### src/hdl/rv_core_pkg.sv
//////////////////////////////////////////////////////////////////////
// RV32I integer core package
// Widths, major opcodes, funct fields, ALU operations and the
// structs that travel between decode, execute and retire
//////////////////////////////////////////////////////////////////////

package rv_core_pkg;

  // Data path sizes
  parameter int unsigned XLEN     = 32;
  parameter int unsigned NUM_REGS = 32;

  typedef logic [31:0]      instr_t;
  typedef logic [4:0]       rf_addr_t;
  typedef logic [XLEN-1:0]  rf_data_t;

  // Major opcodes kept in this core
  parameter logic [6:0] OPCODE_OP     = 7'h33;
  parameter logic [6:0] OPCODE_OP_IMM = 7'h13;
  parameter logic [6:0] OPCODE_LUI    = 7'h37;

  // funct3 encodings shared by OP and OP-IMM
  parameter logic [2:0] F3_ADD  = 3'b000;
  parameter logic [2:0] F3_SLL  = 3'b001;
  parameter logic [2:0] F3_SLT  = 3'b010;
  parameter logic [2:0] F3_SLTU = 3'b011;
  parameter logic [2:0] F3_XOR  = 3'b100;
  parameter logic [2:0] F3_SR   = 3'b101;
  parameter logic [2:0] F3_OR   = 3'b110;
  parameter logic [2:0] F3_AND  = 3'b111;

  // funct7 values, ALT selects SUB and SRA
  parameter logic [6:0] F7_BASE = 7'b000_0000;
  parameter logic [6:0] F7_ALT  = 7'b010_0000;

  typedef enum logic [3:0] {
    ALU_ADD    = 4'd0,
    ALU_SUB    = 4'd1,
    ALU_SLL    = 4'd2,
    ALU_SLT    = 4'd3,
    ALU_SLTU   = 4'd4,
    ALU_XOR    = 4'd5,
    ALU_SRL    = 4'd6,
    ALU_SRA    = 4'd7,
    ALU_OR     = 4'd8,
    ALU_AND    = 4'd9,
    ALU_PASS_B = 4'd10
  } alu_op_e;

  // Decode to execute
  typedef struct packed {
    logic     valid;
    alu_op_e  alu_op;
    rf_data_t operand_a;
    rf_data_t operand_b;
    rf_addr_t rd;
    logic     rf_we;
    logic     illegal;
  } id_ex_pipe_t;

  // Execute to retire
  typedef struct packed {
    logic     valid;
    rf_addr_t rd;
    logic     rf_we;
    logic     illegal;
    rf_data_t result;
  } ex_wb_pipe_t;

  // Record on the retire port
  typedef struct packed {
    rf_addr_t rd;
    rf_data_t result;
    logic     rf_we;
    logic     illegal;
  } retire_rec_t;

endpackage

### src/hdl/rv_credit_fifo.sv
//////////////////////////////////////////////////////////////////////
// Credit FIFO
// Circular buffer for any payload type, returns one credit to the
// upstream source for every entry that leaves
//////////////////////////////////////////////////////////////////////

`timescale 1ns/1ps

module rv_credit_fifo #(
  parameter int unsigned DEPTH     = 4,
  parameter type         payload_t = logic [31:0]
) (
  input  logic     clk_i,
  input  logic     rst_n_i,
  input  logic     push_i,
  input  payload_t push_data_i,
  input  logic     pop_i,
  output logic     head_valid_o,
  output payload_t head_data_o,
  output logic     credit_o
);

  localparam int unsigned PTR_W = (DEPTH > 1) ? $clog2(DEPTH) : 1;
  localparam int unsigned CNT_W = $clog2(DEPTH + 1);

  // Entry storage
  payload_t         mem [DEPTH];
  logic [PTR_W-1:0] wr_ptr;
  logic [PTR_W-1:0] rd_ptr;
  logic [CNT_W-1:0] count;
  logic             do_pop;

  // Pop only counts when something sits at the head
  assign do_pop       = pop_i && head_valid_o;
  assign head_valid_o = (count != '0);
  assign head_data_o  = mem[rd_ptr];
  // One credit back per freed entry
  assign credit_o     = do_pop;

  always_ff @(posedge clk_i) begin
    if (push_i) begin
      mem[wr_ptr] <= push_data_i;
    end
  end

  // Pointers and occupancy
  always_ff @(posedge clk_i) begin
    if (!rst_n_i) begin
      wr_ptr <= '0;
      rd_ptr <= '0;
      count  <= '0;
    end else begin
      if (push_i) begin
        wr_ptr <= (wr_ptr == PTR_W'(DEPTH - 1)) ? '0 : wr_ptr + 1'b1;
      end
      if (do_pop) begin
        rd_ptr <= (rd_ptr == PTR_W'(DEPTH - 1)) ? '0 : rd_ptr + 1'b1;
      end
      // Credit rule keeps count within DEPTH
      case ({push_i, do_pop})
        2'b10:   count <= count + 1'b1;
        2'b01:   count <= count - 1'b1;
        default: count <= count;
      endcase
    end
  end

endmodule

### src/hdl/rv_register_file.sv
//////////////////////////////////////////////////////////////////////
// Register file
// 32 x XLEN, two combinational read ports, one write port,
// x0 reads as zero
//////////////////////////////////////////////////////////////////////

`timescale 1ns/1ps

module rv_register_file import rv_core_pkg::*; (
  input  logic     clk_i,
  input  logic     rst_n_i,
  input  rf_addr_t raddr_a_i,
  input  rf_addr_t raddr_b_i,
  output rf_data_t rdata_a_o,
  output rf_data_t rdata_b_o,
  input  logic     we_i,
  input  rf_addr_t waddr_i,
  input  rf_data_t wdata_i
);

  rf_data_t regs [NUM_REGS];

  // Write port, x0 writes dropped
  always_ff @(posedge clk_i) begin
    if (!rst_n_i) begin
      for (int i = 0; i < NUM_REGS; i++) begin
        regs[i] <= '0;
      end
    end else if (we_i && waddr_i != '0) begin
      regs[waddr_i] <= wdata_i;
    end
  end

  // Read ports
  assign rdata_a_o = (raddr_a_i == '0) ? '0 : regs[raddr_a_i];
  assign rdata_b_o = (raddr_b_i == '0) ? '0 : regs[raddr_b_i];

endmodule

### src/hdl/rv_decode_stage.sv
//////////////////////////////////////////////////////////////////////
// Decode stage
// Decodes OP, OP-IMM and LUI, flags illegal encodings, reads and
// forwards source operands and holds the ID/EX pipeline register
//////////////////////////////////////////////////////////////////////

`timescale 1ns/1ps

module rv_decode_stage import rv_core_pkg::*; (
  input  logic        clk_i,
  input  logic        rst_n_i,
  input  logic        instr_valid_i,
  input  instr_t      instr_i,
  output logic        instr_pop_o,
  input  logic        ex_ready_i,
  input  rf_data_t    ex_fwd_data_i,
  input  ex_wb_pipe_t ex_wb_pipe_i,
  output rf_addr_t    rf_raddr_a_o,
  output rf_addr_t    rf_raddr_b_o,
  input  rf_data_t    rf_rdata_a_i,
  input  rf_data_t    rf_rdata_b_i,
  output id_ex_pipe_t id_ex_pipe_o
);

  logic [6:0]  opcode;
  logic [2:0]  funct3;
  logic [6:0]  funct7;
  rf_addr_t    rs1;
  rf_addr_t    rs2;
  rf_data_t    imm_i;
  rf_data_t    imm_u;
  rf_data_t    rs1_data;
  rf_data_t    rs2_data;
  alu_op_e     alu_op;
  logic        illegal;
  logic        use_imm;
  logic        is_lui;
  id_ex_pipe_t id_ex_q;

  // Instruction fields
  assign opcode = instr_i[6:0];
  assign funct3 = instr_i[14:12];
  assign funct7 = instr_i[31:25];
  assign rs1    = instr_i[19:15];
  assign rs2    = instr_i[24:20];
  assign imm_i  = {{(XLEN-12){instr_i[31]}}, instr_i[31:20]};
  assign imm_u  = {instr_i[31:12], 12'b0};

  //////////////////////////////////////////////////////////////////////
  // Decoder
  //////////////////////////////////////////////////////////////////////
  always_comb begin
    alu_op  = ALU_ADD;
    illegal = 1'b0;
    use_imm = 1'b0;
    is_lui  = 1'b0;
    case (opcode)
      OPCODE_OP, OPCODE_OP_IMM: begin
        use_imm = (opcode == OPCODE_OP_IMM);
        case (funct3)
          F3_ADD:  alu_op = (!use_imm && funct7 == F7_ALT) ? ALU_SUB : ALU_ADD;
          F3_SLL:  alu_op = ALU_SLL;
          F3_SLT:  alu_op = ALU_SLT;
          F3_SLTU: alu_op = ALU_SLTU;
          F3_XOR:  alu_op = ALU_XOR;
          F3_SR:   alu_op = (funct7 == F7_ALT) ? ALU_SRA : ALU_SRL;
          F3_OR:   alu_op = ALU_OR;
          default: alu_op = ALU_AND;
        endcase
        // funct7 checks, immediates only constrain the shifts
        if (!use_imm || funct3 == F3_SLL || funct3 == F3_SR) begin
          if (funct7 != F7_BASE && !(funct7 == F7_ALT &&
              (funct3 == F3_SR || (!use_imm && funct3 == F3_ADD)))) begin
            illegal = 1'b1;
          end
        end
      end
      OPCODE_LUI: begin
        is_lui = 1'b1;
        alu_op = ALU_PASS_B;
      end
      default: illegal = 1'b1;
    endcase
  end

  // Youngest producer wins, EX ahead of WB, x0 never forwarded
  function automatic rf_data_t fwd_operand(rf_addr_t addr, rf_data_t rf_val);
    rf_data_t val;
    val = rf_val;
    if (ex_wb_pipe_i.valid && ex_wb_pipe_i.rf_we && ex_wb_pipe_i.rd == addr && addr != '0) begin
      val = ex_wb_pipe_i.result;
    end
    if (id_ex_q.valid && id_ex_q.rf_we && id_ex_q.rd == addr && addr != '0) begin
      val = ex_fwd_data_i;
    end
    return val;
  endfunction

  assign rf_raddr_a_o = rs1;
  assign rf_raddr_b_o = rs2;

  // Operand select follows both pipe registers and the ALU
  always_comb begin
    rs1_data = fwd_operand(rs1, rf_rdata_a_i);
    rs2_data = fwd_operand(rs2, rf_rdata_b_i);
  end

  // Leaves the FIFO only when ID/EX takes it
  assign instr_pop_o = instr_valid_i && ex_ready_i;

  //////////////////////////////////////////////////////////////////////
  // ID/EX register
  //////////////////////////////////////////////////////////////////////
  always_ff @(posedge clk_i) begin
    if (!rst_n_i) begin
      id_ex_q <= '0;
    end else if (ex_ready_i) begin
      id_ex_q.valid     <= instr_valid_i;
      id_ex_q.alu_op    <= alu_op;
      // Illegal ones carry zero operands and so retire a zero result
      id_ex_q.operand_a <= (illegal || is_lui) ? '0 : rs1_data;
      id_ex_q.operand_b <= illegal ? '0 : is_lui ? imm_u : use_imm ? imm_i : rs2_data;
      id_ex_q.rd        <= instr_i[11:7];
      id_ex_q.rf_we     <= !illegal;
      id_ex_q.illegal   <= illegal;
    end
  end

  assign id_ex_pipe_o = id_ex_q;

endmodule

### src/hdl/rv_execute_stage.sv
//////////////////////////////////////////////////////////////////////
// Execute stage
// ALU for the RV32I integer operations and the EX/WB pipeline
// register, ALU result also forwarded back into decode
//////////////////////////////////////////////////////////////////////

`timescale 1ns/1ps

module rv_execute_stage import rv_core_pkg::*; (
  input  logic        clk_i,
  input  logic        rst_n_i,
  input  id_ex_pipe_t id_ex_pipe_i,
  input  logic        wb_ready_i,
  output logic        ex_ready_o,
  output rf_data_t    ex_fwd_data_o,
  output ex_wb_pipe_t ex_wb_pipe_o
);

  rf_data_t    op_a;
  rf_data_t    op_b;
  logic [4:0]  shamt;
  rf_data_t    alu_result;
  ex_wb_pipe_t ex_wb_q;

  assign op_a  = id_ex_pipe_i.operand_a;
  assign op_b  = id_ex_pipe_i.operand_b;
  // Shift amount from low 5 bits only
  assign shamt = op_b[4:0];

  //////////////////////////////////////////////////////////////////////
  // ALU
  //////////////////////////////////////////////////////////////////////
  always_comb begin
    case (id_ex_pipe_i.alu_op)
      ALU_ADD:    alu_result = op_a + op_b;
      ALU_SUB:    alu_result = op_a - op_b;
      ALU_SLL:    alu_result = op_a << shamt;
      ALU_SLT:    alu_result = {{(XLEN-1){1'b0}}, $signed(op_a) < $signed(op_b)};
      ALU_SLTU:   alu_result = {{(XLEN-1){1'b0}}, op_a < op_b};
      ALU_XOR:    alu_result = op_a ^ op_b;
      ALU_SRL:    alu_result = op_a >> shamt;
      ALU_SRA:    alu_result = rf_data_t'($signed(op_a) >>> shamt);
      ALU_OR:     alu_result = op_a | op_b;
      ALU_AND:    alu_result = op_a & op_b;
      // LUI
      ALU_PASS_B: alu_result = op_b;
      default:    alu_result = '0;
    endcase
  end

  // Forward path into decode
  assign ex_fwd_data_o = alu_result;

  // Free when empty or when the item moves to EX/WB this cycle
  assign ex_ready_o = !id_ex_pipe_i.valid || wb_ready_i;

  //////////////////////////////////////////////////////////////////////
  // EX/WB register
  //////////////////////////////////////////////////////////////////////
  always_ff @(posedge clk_i) begin
    if (!rst_n_i) begin
      ex_wb_q <= '0;
    end else if (wb_ready_i) begin
      ex_wb_q.valid   <= id_ex_pipe_i.valid;
      ex_wb_q.rd      <= id_ex_pipe_i.rd;
      ex_wb_q.rf_we   <= id_ex_pipe_i.rf_we;
      ex_wb_q.illegal <= id_ex_pipe_i.illegal;
      ex_wb_q.result  <= alu_result;
    end
  end

  assign ex_wb_pipe_o = ex_wb_q;

endmodule

### src/hdl/rv_retire_unit.sv
//////////////////////////////////////////////////////////////////////
// Retire unit
// Tracks retire credits, sends one record per credit from EX/WB and
// writes the register file in the same cycle
//////////////////////////////////////////////////////////////////////

`timescale 1ns/1ps

module rv_retire_unit import rv_core_pkg::*; #(
  parameter int unsigned RETIRE_CREDITS = 2
) (
  input  logic        clk_i,
  input  logic        rst_n_i,
  input  ex_wb_pipe_t ex_wb_pipe_i,
  input  logic        retire_credit_i,
  output logic        wb_ready_o,
  output logic        retire_valid_o,
  output retire_rec_t retire_rec_o,
  output logic        rf_we_o,
  output rf_addr_t    rf_waddr_o,
  output rf_data_t    rf_wdata_o
);

  localparam int unsigned CNT_W = $clog2(RETIRE_CREDITS + 1);

  logic [CNT_W-1:0] credit_cnt;
  logic             have_credit;
  logic             send;

  assign have_credit = (credit_cnt != '0);
  assign send        = ex_wb_pipe_i.valid && have_credit;

  // EX/WB frees up when empty or when its record goes out
  assign wb_ready_o = !ex_wb_pipe_i.valid || have_credit;

  // Retire port
  assign retire_valid_o       = send;
  assign retire_rec_o.rd      = ex_wb_pipe_i.rd;
  assign retire_rec_o.result  = ex_wb_pipe_i.result;
  assign retire_rec_o.rf_we   = ex_wb_pipe_i.rf_we;
  assign retire_rec_o.illegal = ex_wb_pipe_i.illegal;

  // Architectural write lines up with the record
  assign rf_we_o    = send && ex_wb_pipe_i.rf_we;
  assign rf_waddr_o = ex_wb_pipe_i.rd;
  assign rf_wdata_o = ex_wb_pipe_i.result;

  //////////////////////////////////////////////////////////////////////
  // Credit counter
  //////////////////////////////////////////////////////////////////////
  always_ff @(posedge clk_i) begin
    if (!rst_n_i) begin
      credit_cnt <= CNT_W'(RETIRE_CREDITS);
    end else begin
      // Return and spend in one cycle cancel out
      case ({retire_credit_i, send})
        2'b10:   credit_cnt <= credit_cnt + 1'b1;
        2'b01:   credit_cnt <= credit_cnt - 1'b1;
        default: credit_cnt <= credit_cnt;
      endcase
    end
  end

endmodule

### src/hdl/rv_core_top.sv
//////////////////////////////////////////////////////////////////////
// RV32I integer core top level
// Credit issue FIFO, decode, execute, retire and register file
//////////////////////////////////////////////////////////////////////

`timescale 1ns/1ps

module rv_core_top import rv_core_pkg::*; #(
  parameter int unsigned ISSUE_DEPTH    = 4,
  parameter int unsigned RETIRE_CREDITS = 2
) (
  input  logic        clk_i,
  input  logic        rst_n_i,
  // Issue port
  input  logic        issue_valid_i,
  input  instr_t      issue_instr_i,
  output logic        issue_credit_o,
  // Retire port
  input  logic        retire_credit_i,
  output logic        retire_valid_o,
  output retire_rec_t retire_rec_o
);

  // FIFO head into decode
  logic        fifo_valid;
  instr_t      fifo_instr;
  logic        fifo_pop;
  // Stage handshakes and pipes
  logic        ex_ready;
  logic        wb_ready;
  rf_data_t    ex_fwd_data;
  id_ex_pipe_t id_ex_pipe;
  ex_wb_pipe_t ex_wb_pipe;
  // Register file ports
  rf_addr_t    rf_raddr_a;
  rf_addr_t    rf_raddr_b;
  rf_data_t    rf_rdata_a;
  rf_data_t    rf_rdata_b;
  logic        rf_we;
  rf_addr_t    rf_waddr;
  rf_data_t    rf_wdata;

  //////////////////////////////////////////////////////////////////////
  // Issue side
  //////////////////////////////////////////////////////////////////////
  rv_credit_fifo #(
    .DEPTH     (ISSUE_DEPTH),
    .payload_t (instr_t)
  ) issue_fifo_i (
    .clk_i        (clk_i),
    .rst_n_i      (rst_n_i),
    .push_i       (issue_valid_i),
    .push_data_i  (issue_instr_i),
    .pop_i        (fifo_pop),
    .head_valid_o (fifo_valid),
    .head_data_o  (fifo_instr),
    .credit_o     (issue_credit_o)
  );

  //////////////////////////////////////////////////////////////////////
  // Pipeline
  //////////////////////////////////////////////////////////////////////
  rv_decode_stage decode_stage_i (
    .clk_i         (clk_i),
    .rst_n_i       (rst_n_i),
    .instr_valid_i (fifo_valid),
    .instr_i       (fifo_instr),
    .instr_pop_o   (fifo_pop),
    .ex_ready_i    (ex_ready),
    .ex_fwd_data_i (ex_fwd_data),
    .ex_wb_pipe_i  (ex_wb_pipe),
    .rf_raddr_a_o  (rf_raddr_a),
    .rf_raddr_b_o  (rf_raddr_b),
    .rf_rdata_a_i  (rf_rdata_a),
    .rf_rdata_b_i  (rf_rdata_b),
    .id_ex_pipe_o  (id_ex_pipe)
  );

  rv_register_file register_file_i (
    .clk_i     (clk_i),
    .rst_n_i   (rst_n_i),
    .raddr_a_i (rf_raddr_a),
    .raddr_b_i (rf_raddr_b),
    .rdata_a_o (rf_rdata_a),
    .rdata_b_o (rf_rdata_b),
    .we_i      (rf_we),
    .waddr_i   (rf_waddr),
    .wdata_i   (rf_wdata)
  );

  rv_execute_stage execute_stage_i (
    .clk_i         (clk_i),
    .rst_n_i       (rst_n_i),
    .id_ex_pipe_i  (id_ex_pipe),
    .wb_ready_i    (wb_ready),
    .ex_ready_o    (ex_ready),
    .ex_fwd_data_o (ex_fwd_data),
    .ex_wb_pipe_o  (ex_wb_pipe)
  );

  //////////////////////////////////////////////////////////////////////
  // Retire side
  //////////////////////////////////////////////////////////////////////
  rv_retire_unit #(
    .RETIRE_CREDITS (RETIRE_CREDITS)
  ) retire_unit_i (
    .clk_i           (clk_i),
    .rst_n_i         (rst_n_i),
    .ex_wb_pipe_i    (ex_wb_pipe),
    .retire_credit_i (retire_credit_i),
    .wb_ready_o      (wb_ready),
    .retire_valid_o  (retire_valid_o),
    .retire_rec_o    (retire_rec_o),
    .rf_we_o         (rf_we),
    .rf_waddr_o      (rf_waddr),
    .rf_wdata_o      (rf_wdata)
  );

endmodule

### config.mk
export PLATFORM = sky130hd
export DESIGN_NAME = rv_core_top
export DESIGN_NICKNAME = d
export VERILOG_FILES = /design/src/hdl/rv_core_pkg.sv /design/src/hdl/rv_credit_fifo.sv /design/src/hdl/rv_register_file.sv /design/src/hdl/rv_decode_stage.sv /design/src/hdl/rv_execute_stage.sv /design/src/hdl/rv_retire_unit.sv /design/src/hdl/rv_core_top.sv
export SDC_FILE = /design/constraint.sdc
export NUM_CORES = 2
export LEC_CHECK = 0
export ABC_AREA = 0
export BUFFER_PORTS_ARGS = -buffer_cell sky130_fd_sc_hd__clkbuf_2
export CAP_MARGIN = 25
export CORE_ASPECT_RATIO = 0.7
export CORE_MARGIN = 2
export CORE_UTILIZATION = 50
export CTS_CLUSTER_DIAMETER = 120
export DETAILED_ROUTE_END_ITERATION = 10
export GPL_ROUTABILITY_DRIVEN = 1
export PLACE_DENSITY = 0.69
export SYNTH_ARGS = -nofsm -noshare
export SYNTH_HDL_FRONTEND = slang
export SYNTH_SLANG_ARGS = --single-unit
### constraint.sdc
create_clock -name clk_i -period 5.4 [get_ports clk_i]
set_input_delay 1.08 -clock clk_i [delete_from_list [all_inputs] [get_ports clk_i]]
set_output_delay 1.08 -clock clk_i [all_outputs]
set_load 0.03 [all_outputs]
==> metrics.yaml <==
clocking:
  cts_tree: "done"
  cts_buffers: 119
  cts_root_buf: "clkbuf_16"
  hold_buffers: 0
  htreeDepth: 3
  clock-sinks: 1279
  clk_latency_ns: 0.80
  cts.clk_slew.worst_paths_ns: 0.07
  cts_setup_buffers: 0
  cts_max_path_buffers: 3
  cts_resized: 0
critical_path:
  rr_worst_depth: 13
  cp_max_fo: 14
  cp.required_ns: 6.08
  crit_arrival_ns: 5.95
  end_kind: "register"
  path_class: "register to register"
  crit_path_start: "decode_stage_i.id_ex_pipe_o[65]"
  r2r_start: "decode_stage_i.id_ex_pipe_o[65]"
  timing.reg2reg.setup_slack_ns: 0.13
  startpoint_type: "register"
  reg2reg_to: "decode_stage_i.id_ex_pipe_o[70]"
layout:
  drive_gt1_frac: 0.213
  fin_nets: 6228
  final_cell_mix: "edfxtp_1 (1,152), and2_1 (1,011), mux4_2 (542), nand2_1 (418), buf_4 (307)"
  final_common_cell: "edfxtp_1"
  syn_to_final_growth_pct: 11.0
  stdcell_count: 8198
placed_design:
  dp_hpwl_um: 212000
  finalWeightedCongestion: 1.07
  io_buffers: 76
  placed_cells: 7956
  place_worst_setup_slack_ns: 0.109
grt:
  gr-usage-all-layers: 0.398
  grt_pass1_vias: 54900
  grt_max_degree: 92
  grt_first_pass_wirelength_um: 429000
  grt_use_met1: 0.580
  overflow: 0
  grt-busiest-layer: "met1"
  gr-usage-met3: 0.159
  antenna_found_initial: 35
  gr-usage-met2: 0.526
drt:
  routed_wl_um: 310000
  dr.pass1.iters: 8
  drtAntennaViolNets: 0
  post_drt_wl_per_cell_um: 37.9
  vias: 59000
  viasPerCell: 7.20
  drc_errors: 0
  drt_iter0_drc: 11600
sta:
  setup_violations: 0
  fin_ws_ns: 0.130
  rsz0062_at_grt: "false"
  finalMaxSlewViolations: 0
  finalHoldViolations: 0
  fin_worst_skew_ns: 0.0482
  final_min_period_over_clock_period: 0.976
  tightest_slew_ns: 1.21
  fin_crit_ns: 5.27
  slew_headroom: 0.191
  fmax_mhz: 190
pwr:
  vdd_drop_max_uv: 372
  pwr_density_cell_mw_per_mm2: 415
  leakage_nw: 29.6
min_path:
  min_path_type: "register to register"
  hold_start: "decode_stage_i.id_ex_pipe_o[0]"
  whs_endpoint: "execute_stage_i.ex_wb_pipe_o[32]"
  hold_path_depth: 2
floorplan:
  die-area_mm2: 0.154
  die_h_um: 329
  rows: 119
  die_x_um: 468
  coreArea_mm2: 0.150
  ios: 77
  initial_utilization: 0.502
yosys:
  ys_seq_area_frac: 0.493
  synth_area_mm2: 0.0754
  ys_types: 89
  ys_async_sr_fraction: 0
  synth_edf_count: 1152
  yosysWarnings: 0
  synth_seq_cells: 1279
  ys.flop_type: "edfxtp_1"
  synthCells: 6127
  syn_avg_cell_area_um2: 12.3
status:
  status: "finished clean"
run:
  max-cap-violations: 0
[layout make-up]
cell class                 count  area [um2]
fill                       12200       66400
sequential                  1279       37100
multi-input combinational   4138       35800
timing repair buffer         434        3670
clock buffer                 151        3190
tap                         1996        2500
clock inverter                73         880
inverter                     112         423
antenna                       15        37.5
[per-layer routing]
metal | vias up | routed length [um]
met5 | - | 293
met4 | 20 | 14400
met3 | 826 | 52500
met2 | 5365 | 124000
met1 | 29700 | 120000
li1 | 23100 | -
[critical path, cell delays in order, from the launching register on]
cell and delay [ns]:
dfxtp_1 0.68, inv_1 0.15, ha_1 0.54, or4_1 0.62
or3_1 0.43, nor3_2 0.44, nand3b_1 0.38, a221oi_1 0.42
buf_4 0.25, o21ai_0 0.18, a2111oi_0 0.43, a211oi_1 0.16
nand3b_1 0.19, a32o_1 0.26
[sequential cells by signal, indices dropped and copies added (netlist names), named ones only]
register / count
decode_stage_i.id_ex_pipe_o: 76
execute_stage_i.ex_wb_pipe_o: 40
issue_fifo_i.count: 3
issue_fifo_i.mem: 128
issue_fifo_i.rd_ptr: 2
issue_fifo_i.wr_ptr: 2
register_file_i.regs: 1024
retire_unit_i.credit_cnt: 2
[kinds of logic (layout without fill, tap and decap cells)]
| logic type | Yosys count | in the layout | synth area share |
|---|---|---|---|
| AO/OA/AOI/OAI | 1092 | 1092 | 0.0979 |
| XOR/XNOR | 42 | 42 | 0.00488 |
| adder cells (fa/ha/maj) | 108 | 108 | 0.0182 |
| buffers and inverters | 741 | 770 | 0.0435 |
| flip-flops | 1279 | 1279 | 0.493 |
| multiplexers | 762 | 762 | 0.193 |
| other | 1 | 47 | 0.0000498 |
| AND/OR/NAND/NOR | 2102 | 2102 | 0.150 |
[cell usage after synthesis, types with 11 or more instances]
cell type,number,share of area
a21o_1,30,0.0030
o21ai_1,18,0.0012
mux4_2,547,0.16
or3_1,31,0.0026
a22oi_1,37,0.0037
or2_2,12,0.0010
a2111oi_0,32,0.0037
edfxtp_1,1152,0.46
dfxtp_1,127,0.034
o221ai_1,37,0.0043
a21oi_1,255,0.017
mux2i_1,179,0.024
xnor2_1,31,0.0036
inv_1,107,0.0053
nor2b_1,83,0.0069
buf_4,70,0.0070
o21bai_1,11,0.0011
a31oi_1,39,0.0032
a211oi_1,136,0.014
buf_1,46,0.0023
a22o_1,13,0.0015
and2_1,1011,0.084
o21ai_0,178,0.012
buf_2,81,0.0054
clkbuf_1,415,0.021
mux2_2,34,0.0051
nand4_1,17,0.0014
o211ai_1,53,0.0053
o22ai_1,37,0.0031
nor4_1,14,0.0012
a311oi_1,12,0.0014
nand2_1,419,0.021
ha_1,105,0.017
and3_1,17,0.0014
a221o_1,16,0.0021
nand3_1,75,0.0050
nand2b_1,33,0.0027
a221oi_1,53,0.0062
buf_6,15,0.0022
a32oi_1,24,0.0028
xor2_1,11,0.0013
nor3_1,72,0.0048
o31ai_1,13,0.0013
nor2_1,283,0.014
[how the worst max path moves through the flow]
stage / end / cells past startpoint
final: decode_stage_i.id_ex_pipe_o[70] / 13
after global routing: decode_stage_i.id_ex_pipe_o[70] / 13
after CTS: decode_stage_i.id_ex_pipe_o[70] / 13
after detailed placement: decode_stage_i.id_ex_pipe_o[70] / 13
after global placement: decode_stage_i.id_ex_pipe_o[70] / 12
after floorplan: register_file_i.regs[24][0] / 5
[metrics by stage]
| step | power (W) | setup TNS, ns | area [um2] | util | hold slack, ns |
|---|---|---|---|---|---|
| 2_1_floorplan | 0.0203 | 0 | 75500 | - | 0.432 |
| 3_3_place_gp | 0.0252 | -2.17 | 79400 | 0.529 | 0.453 |
| 5_1_grt | 0.0353 | 0 | 83600 | 0.557 | 0.496 |
| 6_report | 0.0347 | 0 | 83600 | 0.557 | 0.463 |
| 4_1_cts | 0.0342 | 0 | 83600 | 0.557 | 0.465 |
| 3_5_place_dp | 0.0254 | 0 | 79500 | 0.530 | 0.456 |
[power by group]
part           leakage, nW  switching, W  internal (W)
logic                 14.9       0.00874       0.00557
registers             12.8      0.000319        0.0111
clock network         1.97       0.00403       0.00492
total                 29.6        0.0131        0.0216
No activity file was read; power rests on OpenSTA's default activity.
